--- src/verilog/rv_csr_pkg.sv ---
package rv_csr_pkg;

  // data path width
  localparam int xlen = 32;

  //////////////////////////////
  // machine csr addresses
  //////////////////////////////

  localparam logic [11:0] csr_addr_mstatus   = 12'h300;
  localparam logic [11:0] csr_addr_mtvec     = 12'h305;
  localparam logic [11:0] csr_addr_mepc      = 12'h341;
  localparam logic [11:0] csr_addr_mcause    = 12'h342;
  localparam logic [11:0] csr_addr_mvendorid = 12'hF11;
  localparam logic [11:0] csr_addr_marchid   = 12'hF12;

  //////////////////////////////
  // reset and identity values
  //////////////////////////////

  // mpp = machine mode
  localparam logic [xlen-1:0] mstatus_reset = 32'h0000_1800;

  // read-only ids
  localparam logic [xlen-1:0] mvendorid_value = 32'h7973_7978;
  localparam logic [xlen-1:0] marchid_value   = 32'h017D_9F58;

  //////////////////////////////
  // mcause exception codes
  //////////////////////////////

  // synchronous exceptions only, interrupt bit always clear
  localparam logic [xlen-1:0] cause_inst_misaligned  = 32'd0;
  localparam logic [xlen-1:0] cause_load_misaligned  = 32'd4;
  localparam logic [xlen-1:0] cause_store_misaligned = 32'd6;
  localparam logic [xlen-1:0] cause_ecall_m          = 32'd11;

  // ordering of the four codes above is numeric, not priority;
  // priority lives in the trap logic

endpackage

--- src/verilog/commit_pkg.sv ---
package commit_pkg;

  //////////////////////////////
  // register index
  //////////////////////////////

  // wide enough for rv32i, rv32e uses the low four bits
  localparam int gpr_index_width = 5;

  //////////////////////////////
  // redirect kinds
  //////////////////////////////

  // what the commit stage does to the front end this cycle
  typedef enum logic [1:0] {
    redirect_none  = 2'd0, // plain retire or idle
    redirect_trap  = 2'd1, // exception, fetch from mtvec
    redirect_mret  = 2'd2, // return, fetch from mepc
    redirect_flush = 2'd3  // fence_i or mispredict
  } redirect_kind_t;

  // every kind except redirect_none costs one flush cycle;
  // only redirect_trap touches the csr state

endpackage

--- src/verilog/gpr_file.sv ---
`timescale 1ns/1ps

module gpr_file #(
  parameter int gpr_count = 16
) (
  input  logic                                clock,
  input  logic                                reset,
  input  logic [commit_pkg::gpr_index_width-1:0] rs1,
  input  logic [commit_pkg::gpr_index_width-1:0] rs2,
  input  logic [commit_pkg::gpr_index_width-1:0] rd,
  input  logic                                commit,
  input  logic [rv_csr_pkg::xlen-1:0]         wdata,
  output logic [rv_csr_pkg::xlen-1:0]         src1,
  output logic [rv_csr_pkg::xlen-1:0]         src2
);

  import rv_csr_pkg::*;

  // low bits only, so indices wrap modulo gpr_count
  localparam int idx_width = $clog2(gpr_count);

  logic [xlen-1:0]      regs [gpr_count];
  logic [idx_width-1:0] rs1_idx;
  logic [idx_width-1:0] rs2_idx;
  logic [idx_width-1:0] rd_idx;

  assign rs1_idx = rs1[idx_width-1:0];
  assign rs2_idx = rs2[idx_width-1:0];
  assign rd_idx  = rd[idx_width-1:0];

  //////////////////////////////
  // write port
  //////////////////////////////

  always_ff @(posedge clock) begin
    if (reset) begin
      for (int i = 0; i < gpr_count; i++) begin
        regs[i] <= '0;
      end
    end else if (commit && rd_idx != '0) begin // x0 never written
      regs[rd_idx] <= wdata;
    end
  end

  //////////////////////////////
  // read ports, no bypass
  //////////////////////////////

  assign src1 = (rs1_idx == '0) ? '0 : regs[rs1_idx];
  assign src2 = (rs2_idx == '0) ? '0 : regs[rs2_idx];

endmodule

--- src/verilog/csr_file.sv ---
`timescale 1ns/1ps

module csr_file (
  input  logic                        clock,
  input  logic                        reset,
  input  logic [11:0]                 csr_s,
  input  logic [11:0]                 csr_d,
  input  logic                        commit,
  input  logic [rv_csr_pkg::xlen-1:0] csr_wdata,
  input  logic                        trap_take,
  input  logic [rv_csr_pkg::xlen-1:0] trap_cause,
  input  logic [rv_csr_pkg::xlen-1:0] trap_pc,
  output logic [rv_csr_pkg::xlen-1:0] csr_src,
  output logic [rv_csr_pkg::xlen-1:0] mtvec_value,
  output logic [rv_csr_pkg::xlen-1:0] mepc_value
);

  import rv_csr_pkg::*;

  logic [xlen-1:0] mstatus;
  logic [xlen-1:0] mtvec;
  logic [xlen-1:0] mepc;
  logic [xlen-1:0] mcause;

  //////////////////////////////
  // software writes
  //////////////////////////////

  // mstatus is a plain word, no field semantics
  always_ff @(posedge clock) begin
    if (reset) begin
      mstatus <= mstatus_reset;
      mtvec   <= '0;
    end else if (commit) begin
      if (csr_d == csr_addr_mstatus) begin
        mstatus <= csr_wdata;
      end
      if (csr_d == csr_addr_mtvec) begin
        mtvec <= csr_wdata;
      end
    end
  end

  //////////////////////////////
  // trap record
  //////////////////////////////

  // mepc shared between sw write and trap entry
  always_ff @(posedge clock) begin
    if (reset) begin
      mepc   <= '0;
      mcause <= '0;
    end else if (trap_take) begin
      mepc   <= trap_pc;
      mcause <= trap_cause;
    end else if (commit && csr_d == csr_addr_mepc) begin
      mepc <= csr_wdata;
    end
  end

  //////////////////////////////
  // read mux
  //////////////////////////////

  always_comb begin
    case (csr_s)
      csr_addr_mstatus:   csr_src = mstatus;
      csr_addr_mtvec:     csr_src = mtvec;
      csr_addr_mepc:      csr_src = mepc;
      csr_addr_mcause:    csr_src = mcause;
      csr_addr_mvendorid: csr_src = mvendorid_value;
      csr_addr_marchid:   csr_src = marchid_value;
      default:            csr_src = '0; // unimplemented reads as zero
    endcase
  end

  // trap vector and return address for the redirect logic
  assign mtvec_value = mtvec;
  assign mepc_value  = mepc;

endmodule

--- src/verilog/trap_redirect.sv ---
`timescale 1ns/1ps

module trap_redirect (
  input  logic                        clock,
  input  logic                        reset,
  input  logic                        ls_valid,
  input  logic                        inst_addr_misaligned,
  input  logic                        ecall,
  input  logic                        load_addr_misaligned,
  input  logic                        store_addr_misaligned,
  input  logic                        mret,
  input  logic                        fence_i,
  input  logic                        wrong_prediction,
  input  logic                        wen,
  input  logic                        csr_wen,
  input  logic [rv_csr_pkg::xlen-1:0] lsu_pc,
  input  logic [rv_csr_pkg::xlen-1:0] exu_npc,
  input  logic [rv_csr_pkg::xlen-1:0] mtvec_value,
  input  logic [rv_csr_pkg::xlen-1:0] mepc_value,
  output logic                        gpr_commit,
  output logic                        csr_commit,
  output logic                        trap_take,
  output logic [rv_csr_pkg::xlen-1:0] trap_cause,
  output logic [rv_csr_pkg::xlen-1:0] trap_pc,
  output logic                        clear_pipeline,
  output logic                        clear_cache,
  output logic                        npc_valid,
  output logic [rv_csr_pkg::xlen-1:0] npc
);

  import rv_csr_pkg::*;
  import commit_pkg::*;

  logic           exception;
  redirect_kind_t kind;

  assign exception = inst_addr_misaligned | ecall | load_addr_misaligned |
                     store_addr_misaligned;

  // fixed priority, lowest code is not the winner
  always_comb begin
    if (inst_addr_misaligned) begin
      trap_cause = cause_inst_misaligned;
    end else if (ecall) begin
      trap_cause = cause_ecall_m;
    end else if (load_addr_misaligned) begin
      trap_cause = cause_load_misaligned;
    end else begin
      trap_cause = cause_store_misaligned;
    end
  end

  assign trap_pc = lsu_pc;

  //////////////////////////////
  // commit gating
  //////////////////////////////

  assign trap_take  = exception & ~clear_pipeline;
  assign gpr_commit = wen & ~clear_pipeline;
  assign csr_commit = csr_wen & ~clear_pipeline & ~exception; // trap owns mepc

  // inputs are dead during the flush cycle
  always_comb begin
    if (clear_pipeline)                 kind = redirect_none;
    else if (exception)                 kind = redirect_trap;
    else if (mret)                      kind = redirect_mret;
    else if (fence_i | wrong_prediction) kind = redirect_flush;
    else                                kind = redirect_none;
  end

  //////////////////////////////
  // registered redirect
  //////////////////////////////

  always_ff @(posedge clock) begin
    if (reset) begin
      clear_pipeline <= 1'b0;
      clear_cache    <= 1'b0;
      npc_valid      <= 1'b0;
      npc            <= '0;
    end else if (clear_pipeline) begin
      clear_pipeline <= 1'b0; // exactly one flush cycle
      clear_cache    <= 1'b0;
      npc_valid      <= 1'b0;
    end else begin
      clear_pipeline <= (kind != redirect_none);
      clear_cache    <= fence_i & ~exception;
      npc_valid      <= ls_valid;
      case (kind)
        redirect_trap: npc <= mtvec_value;
        redirect_mret: npc <= mepc_value;
        default:       npc <= exu_npc; // mispredict lands here too
      endcase
    end
  end

endmodule

--- src/verilog/commit_unit.sv ---
`timescale 1ns/1ps

module commit_unit #(
  parameter int gpr_count = 16
) (
  input  logic                                   clock,
  input  logic                                   reset,

  // register reads
  input  logic [commit_pkg::gpr_index_width-1:0] rs1,
  input  logic [commit_pkg::gpr_index_width-1:0] rs2,
  input  logic [11:0]                            csr_s,
  output logic [rv_csr_pkg::xlen-1:0]            src1,
  output logic [rv_csr_pkg::xlen-1:0]            src2,
  output logic [rv_csr_pkg::xlen-1:0]            csr_src,

  // write ports
  input  logic [commit_pkg::gpr_index_width-1:0] rd,
  input  logic                                   wen,
  input  logic [rv_csr_pkg::xlen-1:0]            wdata,
  input  logic [11:0]                            csr_d,
  input  logic                                   csr_wen,
  input  logic [rv_csr_pkg::xlen-1:0]            csr_wdata,

  // retire events
  input  logic                                   ls_valid,
  input  logic                                   inst_addr_misaligned,
  input  logic                                   ecall,
  input  logic                                   load_addr_misaligned,
  input  logic                                   store_addr_misaligned,
  input  logic                                   mret,
  input  logic                                   fence_i,
  input  logic                                   wrong_prediction,
  input  logic [rv_csr_pkg::xlen-1:0]            lsu_pc,
  input  logic [rv_csr_pkg::xlen-1:0]            exu_npc,

  // front end redirect
  output logic                                   clear_pipeline,
  output logic                                   clear_cache,
  output logic [rv_csr_pkg::xlen-1:0]            npc,
  output logic                                   npc_valid
);

  import rv_csr_pkg::*;

  logic            gpr_commit;
  logic            csr_commit;
  logic            trap_take;
  logic [xlen-1:0] trap_cause;
  logic [xlen-1:0] trap_pc;
  logic [xlen-1:0] mtvec_value;
  logic [xlen-1:0] mepc_value;

  //////////////////////////////
  // architectural state
  //////////////////////////////

  gpr_file #(
    .gpr_count (gpr_count)
  ) gpr_file_inst (
    .clock  (clock),
    .reset  (reset),
    .rs1    (rs1),
    .rs2    (rs2),
    .rd     (rd),
    .commit (gpr_commit),
    .wdata  (wdata),
    .src1   (src1),
    .src2   (src2)
  );

  csr_file csr_file_inst (
    .clock       (clock),
    .reset       (reset),
    .csr_s       (csr_s),
    .csr_d       (csr_d),
    .commit      (csr_commit),
    .csr_wdata   (csr_wdata),
    .trap_take   (trap_take),
    .trap_cause  (trap_cause),
    .trap_pc     (trap_pc),
    .csr_src     (csr_src),
    .mtvec_value (mtvec_value),
    .mepc_value  (mepc_value)
  );

  //////////////////////////////
  // traps and redirects
  //////////////////////////////

  trap_redirect trap_redirect_inst (
    .clock                 (clock),
    .reset                 (reset),
    .ls_valid              (ls_valid),
    .inst_addr_misaligned  (inst_addr_misaligned),
    .ecall                 (ecall),
    .load_addr_misaligned  (load_addr_misaligned),
    .store_addr_misaligned (store_addr_misaligned),
    .mret                  (mret),
    .fence_i               (fence_i),
    .wrong_prediction      (wrong_prediction),
    .wen                   (wen),
    .csr_wen               (csr_wen),
    .lsu_pc                (lsu_pc),
    .exu_npc               (exu_npc),
    .mtvec_value           (mtvec_value),
    .mepc_value            (mepc_value),
    .gpr_commit            (gpr_commit),
    .csr_commit            (csr_commit),
    .trap_take             (trap_take),
    .trap_cause            (trap_cause),
    .trap_pc               (trap_pc),
    .clear_pipeline        (clear_pipeline),
    .clear_cache           (clear_cache),
    .npc_valid             (npc_valid),
    .npc                   (npc)
  );

endmodule

--- config.mk ---
export PLATFORM = sky130hd
export DESIGN_NAME = commit_unit
export DESIGN_NICKNAME = d
export VERILOG_FILES = /design/src/verilog/rv_csr_pkg.sv /design/src/verilog/commit_pkg.sv /design/src/verilog/gpr_file.sv /design/src/verilog/csr_file.sv /design/src/verilog/trap_redirect.sv /design/src/verilog/commit_unit.sv
export SDC_FILE = /design/constraint.sdc
export NUM_CORES = 1
export LEC_CHECK = 0
export CORE_MARGIN = 2
export CORE_UTILIZATION = 55
export CTS_CLUSTER_DIAMETER = 100
export CTS_CLUSTER_SIZE = 30
export DETAILED_ROUTE_END_ITERATION = 8
export DONT_BUFFER_PORTS = 1
export PLACE_DENSITY = 0.76
export SLEW_MARGIN = 20
export SYNTH_ARGS = -nofsm -noshare
export SYNTH_HDL_FRONTEND = slang
export SYNTH_SLANG_ARGS = --single-unit
export TNS_END_PERCENT = 10
--- constraint.sdc ---
create_clock -name clock -period 3.8 [get_ports clock]
set_input_delay 0.38 -clock clock [delete_from_list [all_inputs] [get_ports clock]]
set_output_delay 0.38 -clock clock [all_outputs]
set_load 0.01 [all_outputs]
Yosys cells after proc, flatten, opt, wreduce, memory -nomap -nowiden
Memory sizes are Yosys's and may differ from the RTL's. Cells that the tools add are included. W data, S select, Z words.

Equal/unequal tests: 11. Bitwise logic cells: 11. Mux-type cells: 21. Reduce and logical (&&, ||, !) cells: 11.

Operator list (number): $mux W32 (7); $pmux W32 S6 (1); $eq A12 B10 Y1 const B (7); $pmux W32 S2 (1); $reduce_or A32 Y1 (1); $eq A12 B12 Y1 const B (2); $mux W2 (5); $logic_not A4 Y1 (2); $mux W1 (6); $and A1 B1 Y1 (5); $mux W4 (1); $or A1 B1 Y1 (4); $reduce_and A2 Y1 (2); $reduce_bool A2 Y1 (2); $reduce_bool A4 Y1 (1); $eq A2 B1 Y1 const B (1); $eq A2 B2 Y1 const B (1); $logic_and A1 B1 Y1 (2); $not A1 Y1 (2); $reduce_or A2 Y1 (1).

Input port bits: 179. Register bits: 163. Output and inout port bits: 131. Memories: 1. RAM bits: 512.

Memory list: gpr_file_inst.regs (depth 16, bits a word 32, read ports 2, clocked after memory_dff 0, wr ports 16, RTL line gpr_file.sv:22) `logic [xlen-1:0] regs [gpr_count];`.

Logic depth before layout (Yosys ltp)
Gate-level depths: netlist of the first run.

Depth after elaboration: 8. Depth in mapped cells: 13.

Cells and area by module
A second synthesis of the first run with hierarchy kept.

Cells, all modules: 2626. Area, all modules: 33647.3 sq um.

By module, submodules not included: gpr_file (seq. area each 14443.9 sq um, area each 25572.0 sq um, cells each 1778, instances 1); csr_file (seq. area each 2562.5 sq um, area each 5793.1 sq um, cells each 609, instances 1); trap_redirect (seq. area each 700.7 sq um, area each 2282.2 sq um, cells each 239, instances 1).

Worst setup path before layout of the first run
Ideal clock, no wire load.

Path kind: reg-to-reg. Start: register trap_redirect_inst.clear_pipeline. End: memory gpr_file_inst.regs[5][0] (enable). Arrival time: 3303 ps. Stages on the path, launching flop included: 5. Setup time: 466 ps. Slack: 32 ps. Cell sequence: dfxtp_1 -> clkbuf_1 -> nor3b_1 -> nand2_1 -> o21ai_0.

RTL lines: from (decl) (RTL line trap_redirect.sv:25) `output logic clear_pipeline,`; from (signal assigned) (RTL line trap_redirect.sv:87) `clear_pipeline <= (kind != redirect_none);`; to (decl) (RTL line gpr_file.sv:22).

==> qor.txt, run 1 <==
Combinational fraction of design power: 0.132
Seq pwr share: 0.577
Core Area: 59200 µm²
Cell Area, Synth: 33000 µm²
Post-synth EDFFs: 480
Part of the power in the clock network: 0.291
Area leader, netlist: edfxtp_1
DRC Markers: 0
CTS buffer count: 28
Filler cells: 4576
Mapped Cells: 2752
Post-synth top flop: edfxtp_1
Largest net degree at the start of global routing: 162
Clock insertion delay at the later pin of the skew report: 640 ps
Max-cap viol count: 0
Mean Syn Cell Area: 12.0 µm²
R2r startpoint: trap_redirect_inst.clear_pipeline
Terminus of the critical flop-to-flop path: gpr_file_inst.regs[2][29]
Crit-path cells: nor3_1 > nand3_1 > nor3_2 > or2_2 > buf_4
HPWL after detailed placement: 63.2 mm
RSZ-0062 raised after global routing: false
Final #Nets: 2833
R2r setup slk: 860 ps
Fin crit period: 2940 ps
WL per Instance: 31.3 µm
First-pass GRT wire length: 158 mm
Row cnt: 89
Type of the worst setup path: flip-flop to flip-flop
IO buf count: 0
Setup ws final: 856 ps
Sw Ratio: 0.268
Pint: 9.75 mW
ANT nets after route: 0
Dpl ws: 790 ps
Final Slew Violations: 0
Initial antenna violation count: 6
Clk_skew: 31.9 ps
H-Tree Level Count: 1
Multi-input gate area: 15000 µm²
P_sw: 3.58 mW
Fraction of layout cells with a size suffix above 1: 0.160
Reg area: 17100 µm²
Synth top area share: 0.436
Pwr dens: 374 nW/µm²
Starting Density: 0.558
Yosys reg bits: 614
Ys Warns: 0
Setup Buffers After CTS: 0
Die area: 62100 µm²
IO Pins: 310
Relative slew slack: 0.276
TNS Setup: 0 ps
Bufs on Longest Clock Path: 3
Gpl congestion: 0.908
Via count: 24900
Distinct cells, synth: 54
Critical path buffers and inverters: 1
Root buffer cell: clkbuf_16
Critical path fanouts, max: 51
Die height: 249 µm
Crit end category: flip-flop
Hold Vio Cnt, Final: 0
CTS tree: yes
Clock Sinks: 614
Async SR Flop Fraction: 0
GR Overflow Total: 0
Worst Tran Pin Value: 1080 ps
Delay of the slowest critical-path stage: 660 ps
Critical path's top delay family: simple AND/OR/NAND/NOR gates
Setup violations, final: 0
Levels on crit path: 5
1st-iter DRT viols: 3785
Worst vdd ir: 0.506 mV
Drt pass-1 iters: 6
Final core utilization: 0.601
Critical Path RT: 4120 ps
Vias in the first global route: 24500
Synth cell count leaders: 486 x and2_1, 480 x edfxtp_1, 218 x clkbuf_1
Fin crit share: 0.775
Status: finished, final reports clean
Top cells by area, synth: edfxtp_1 44%, and2_1 9.2%, mux4_2 8.7%
Hold Path Class: primary input to flip-flop
Critical Path Source Type: flip-flop
Area Growth Syn to Fin: 7.70%
Vias per Instance: 7.24
CP Launch Point: trap_redirect_inst.clear_pipeline
Reg2Reg Depth: 5
Seq/Total Area, Yosys: 0.517
Die width: 249 µm
Dominant cell by count in the synthesized netlist: and2_1
Worst Path Arrival: 3260 ps
Fmax: 340 MHz
Slowest CP cell: or2_2
Total GRT Usage: 0.337
Final WL: 108 mm
Crit path to: gpr_file_inst.regs[2][29]
Reg clk slew, reported paths: 120 ps
Pleak: 12.5 nW
Post-Syn Nets: 2934
worst min path at each step:
stage               cells after the start  slack (ps)                      endpoint                      start
floorplan                               2         450     csr_file_inst.mstatus[31]  csr_file_inst.mstatus[31]
global placement                        2         450     csr_file_inst.mstatus[31]  csr_file_inst.mstatus[31]
detailed placement                      1         460    trap_redirect_inst.npc[26]                      reset
CTS                                     2           4  csr_file_inst.mepc_value[21]              csr_wdata[21]
global route                            2          50  csr_file_inst.mepc_value[21]              csr_wdata[21]
finish                                  3          30       csr_file_inst.mcause[0]                      ecall
state kept, by name, summed over array words and instances (netlist names):
register                           count
trap_redirect_inst.clear_cache         1
csr_file_inst.mtvec_value             32
trap_redirect_inst.npc_valid           1
trap_redirect_inst.clear_pipeline      1
gpr_file_inst.regs                   480
csr_file_inst.mstatus                 32
csr_file_inst.mepc_value              32
trap_redirect_inst.npc                32
csr_file_inst.mcause                   3
kinds of logic after synthesis:
group | count (synthesis) | share of synthesized area
compound gates | 609 | 0.127
xor+xnor | 1 | 0.000265
fa+ha+maj | 3 | 0.00114
buf+inv | 301 | 0.0378
flops | 614 | 0.517
mux | 358 | 0.161
simple gates | 866 | 0.155
layout by cell type, fill, tap and decap left out, types with 3 or more instances in the layout:
cell type | synthesis | final
nor3_2 | 0 | 3
nand4_1 | 64 | 64
inv_8 | 0 | 4
o21ai_1 | 51 | 51
mux2i_1 | 111 | 111
o2bb2ai_1 | 32 | 32
a32oi_1 | 24 | 24
edfxtp_1 | 480 | 480
buf_4 | 9 | 70
nor2_1 | 68 | 51
clkbuf_1 | 218 | 5
a31oi_1 | 32 | 32
dlygate4sd3_1 | 0 | 68
nand3_1 | 32 | 32
a221o_1 | 60 | 60
inv_1 | 16 | 16
nand2_1 | 43 | 43
diode_2 | 0 | 7
buf_12 | 0 | 15
a22o_1 | 39 | 39
or2_2 | 5 | 5
and2_1 | 486 | 486
and3_1 | 8 | 8
a221oi_1 | 33 | 33
nor2b_1 | 65 | 61
nor2_2 | 0 | 16
o21ai_4 | 0 | 12
clkbuf_16 | 0 | 28
dfxtp_1 | 134 | 133
o21ai_0 | 110 | 98
a21oi_1 | 112 | 112
mux2_2 | 119 | 119
a22oi_1 | 70 | 70
nor3_1 | 38 | 35
mux4_2 | 128 | 128
o221ai_1 | 39 | 39
nand2b_1 | 35 | 35
metrics by stage:
stage | total power [mW] | std cells | hold WS, ps | area, µm²
after floorplan | 9.03 | 2752 | 450 | 33000
after global placement | 9.34 | 3325 | 452 | 33900
after detailed placement | 9.40 | 3325 | 462 | 33900
after CTS | 13.3 | 3441 | 4.08 | 35600
after global routing | 13.6 | 3444 | 47.6 | 35600
final | 13.3 | 3448 | 31.8 | 35600
per-layer routing:
metal,wire (µm),vias up,track usage
met5,27,-,0
li1,-,10300,-
met4,5510,4,0.148
met3,13900,370,0.0829
met1,38200,12400,0.436
met2,50200,1902,0.540
power groups by stage:
| stage | Sequential (mW) | Clock, mW | Combinational [mW] |
|---|---|---|---|
| global route | 7.73 | 4.08 | 1.84 |
| finish | 7.70 | 3.87 | 1.76 |
| CTS | 7.69 | 3.86 | 1.72 |
| floorplan | 7.78 | 0 | 1.25 |
| detailed placement | 7.84 | 0 | 1.56 |
| global placement | 7.81 | 0 | 1.52 |
worst min-delay path, cell delays in order:
cell and delay (ps):
inv_1 40, or3_1 100, a21oi_1 70
layout make-up:
class / instances / share of cell area
flip-flops and latches: 614 / 0.480
multi-input cells: 1837 / 0.421
repair buffers: 154 / 0.0431
well taps: 773 / 0.0272
clock buffers: 33 / 0.0202
clock inverters: 14 / 0.00612
inverters: 16 / 0.00169
diodes: 7 / 0.000492
repair_timing:
item,CTS,global route
gates resized for setup,0,0
endpoints found under the hold margin,613,0
hold buffers,69,0
Note: power is estimated with default switching activity, not from simulation.
==> run 2: changes to the inputs <==
--- a/config.mk
+++ b/config.mk
@@ -11,7 +11,7 @@
 export CTS_CLUSTER_SIZE = 30
 export DETAILED_ROUTE_END_ITERATION = 8
 export DONT_BUFFER_PORTS = 1
-export PLACE_DENSITY = 0.76
+export PLACE_DENSITY = 0.73
 export SLEW_MARGIN = 20
 export SYNTH_ARGS = -nofsm -noshare
 export SYNTH_HDL_FRONTEND = slang
==> constraint.sdc (replaced) <==
create_clock -name clock -period 2.8 [get_ports clock]
set_input_delay 0.28 -clock clock [delete_from_list [all_inputs] [get_ports clock]]
set_output_delay 0.28 -clock clock [all_outputs]
set_load 0.01 [all_outputs]
==> run 2 against run 1 <==
Against the previous run:
- non-clock buffer count grew 63
- setup slack worse by 730 ps
- sequential cell count stayed put
- first-iteration DRC count is 13% lower
- combinational power increased by 40%
- clock power up 25%
- via count decreased by 0.28%
- critical path depth up 5
- cell count up 1.8%
- clock skew increased by 2.9 ps
- sequential power rose by 35%
- count of clock-buffer cells in the layout up 1
- critical endpoint is now trap_redirect_inst.npc[25]
==> qor.txt, run 2 (synthesized netlist as in run 1, its figures left out) <==
Clk_skew: 34.9 ps (was 31.9 ps)
GR Overflow Total: 0 (unchanged)
Pleak: 12.7 nW (was 12.5 nW)
Sw Ratio: 0.262 (was 0.268)
Clock Sinks: 614 (unchanged)
Hold Vio Cnt, Final: 0 (unchanged)
Fin crit share: 0.954 (was 0.775)
Largest net degree at the start of global routing: 162 (unchanged)
Final #Nets: 2894 (was 2833)
Finished Layout Cells: 3511 (was 3448)
Critical Path Source Type: flip-flop (unchanged)
Clock insertion delay at the later pin of the skew report: 640 ps (about the same)
Commonest non-fill, non-tap cell in the layout: and2_1 (unchanged)
Fin crit period: 2670 ps (was 2940 ps)
Fmax: 374 MHz (was 340 MHz)
CTS tree: yes (unchanged)
Pwr dens: 492 nW/µm² (was 374 nW/µm²)
Hold Path Class: primary input to flip-flop (unchanged)
P_sw: 4.66 mW (was 3.58 mW)
Critical Path RT: 3330 ps (was 4120 ps)
CTS buffer count: 26 (was 28)
Worst vdd ir: 0.517 mV (was 0.506 mV)
Final core utilization: 0.609 (was 0.601)
Area Growth Syn to Fin: 9.08% (was 7.70%)
Gpl congestion: 0.913 (was 0.908)
Pint: 13.1 mW (was 9.75 mW)
Filler cells: 4602 (was 4576)
1st-iter DRT viols: 3290 (was 3785)
ANT nets after route: 0 (unchanged)
Part of the power in the clock network: 0.273 (was 0.291)
Via count: 24900 (about the same)
First-pass GRT wire length: 156 mm (was 158 mm)
IO Pins: 310 (unchanged)
Max FFs per register: 480 (unchanged)
Seq pwr share: 0.588 (was 0.577)
Bufs on Longest Clock Path: 3 (unchanged)
H-Tree Level Count: 1 (unchanged)
Drt pass-1 iters: 6 (unchanged)
Starting Density: 0.558 (unchanged)
Status: finished, final reports clean (unchanged)
Setup violations, final: 0 (unchanged)
Relative slew slack: 0.335 (was 0.276)
Final Slew Violations: 0 (unchanged)
Critical path fanouts, max: 32 (was 51)
Die width: 249 µm (unchanged)
RSZ-0062 raised after global routing: false (unchanged)
DRC Markers: 0 (unchanged)
WL per Instance: 29.9 µm (was 31.3 µm)
Setup ws final: 129 ps (was 856 ps)
Root buffer cell: clkbuf_16 (unchanged)
IO buf count: 0 (unchanged)
Die height: 249 µm (unchanged)
Leading cell types in the layout, fill and taps excluded: 486 x and2_1, 480 x edfxtp_1, 133 x dfxtp_1 (unchanged)
Reg clk slew, reported paths: 110 ps (was 120 ps)
Setup Buffers After CTS: 0 (unchanged)
Vias per Instance: 7.09 (was 7.24)
Number of instances in the placed design: 3353 (was 3325)
Initial antenna violation count: 12 (was 6)
Max-cap viol count: 0 (unchanged)
HPWL after detailed placement: 61.7 mm (was 63.2 mm)
Fraction of layout cells with a size suffix above 1: 0.165 (was 0.160)
Worst Tran Pin Value: 996 ps (was 1080 ps)
Largest Register: gpr_file_inst.regs (unchanged)
Die area: 62100 µm² (unchanged)
Crit end category: flip-flop (unchanged)
Worst Path Arrival: 3200 ps (was 3260 ps)
Vias in the first global route: 24900 (was 24500)
Core Area: 59200 µm² (unchanged)
Total GRT Usage: 0.330 (was 0.337)
Type of the worst setup path: flip-flop to flip-flop (unchanged)
Row cnt: 89 (unchanged)
Dpl ws: 184 ps (was 790 ps)
Final WL: 105 mm (was 108 mm)
Combinational fraction of design power: 0.139 (was 0.132)
## run 2: stage by stage
step	TNS [ps]	power, mW	area [µm²]	hold WS [ps]
finish	0	17.8	36000	7.70
global route	0	18.2	36000	30.4
CTS	0	17.7	36000	0.394
detailed placement	0	12.8	34200	365
global placement	0	12.7	34200	364
floorplan	-29450	12.2	33000	402
## run 2: worst paths after layout
check,start,endpoint,slack (ps),cells past startpoint
setup reg to reg,trap_redirect_inst.clear_pipeline,trap_redirect_inst.npc[25],130,10
hold / removal,lsu_pc[7],csr_file_inst.mepc_value[7],8,4
setup / recovery,trap_redirect_inst.clear_pipeline,trap_redirect_inst.npc[25],130,10
hold reg to reg,csr_file_inst.mstatus[1],csr_file_inst.mstatus[1],490,2
## run 2: final cells by class
| type | instances | area, µm² | share of cell area |
|---|---|---|---|
| flip-flops and latches | 614 | 17100 | 0.474 |
| well taps | 773 | 967 | 0.0268 |
| inverters | 16 | 60.1 | 0.00167 |
| repair buffers | 217 | 2110 | 0.0584 |
| clock inverters | 10 | 97.6 | 0.00271 |
| multi-input cells | 1837 | 15000 | 0.416 |
| clock buffers | 34 | 702 | 0.0195 |
| diodes | 10 | 25.0 | 0.000694 |
## run 2: power groups by stage
stage | sequential [mW] | combinational (mW) | clock (mW)
floorplan | 10.5 | 1.70 | 0
global placement | 10.6 | 2.12 | 0
detailed placement | 10.6 | 2.16 | 0
CTS | 10.4 | 2.42 | 4.84
global route | 10.5 | 2.60 | 5.13
finish | 10.4 | 2.47 | 4.85
## run 2: what timing repair did
action                                  4_1_cts  5_1_grt
resized for setup                             0        1
endpoints found under the hold margin       620        0
hold buffers                                104        0
endpoints found under the setup margin        0        1
## run 2: worst max-delay path: stages, from the launching register on
cell,delay [ps]
dfxtp_4,560
nor2_1,100
o31ai_1,180
inv_1,100
ha_1,250
buf_12,190
a221oi_1,350
nor3_1,90
a21oi_1,130
nor2_1,50
dlygate4sd3_1,580
## run 2: routing by layer
layer | vias to the layer above | GRT usage | wire [µm]
li1 | 10400 | - | -
met1 | 12400 | 0.443 | 39100
met2 | 1743 | 0.527 | 48900
met3 | 291 | 0.0715 | 12400
met4 | 2 | 0.128 | 4590
met5 | - | 0 | 12
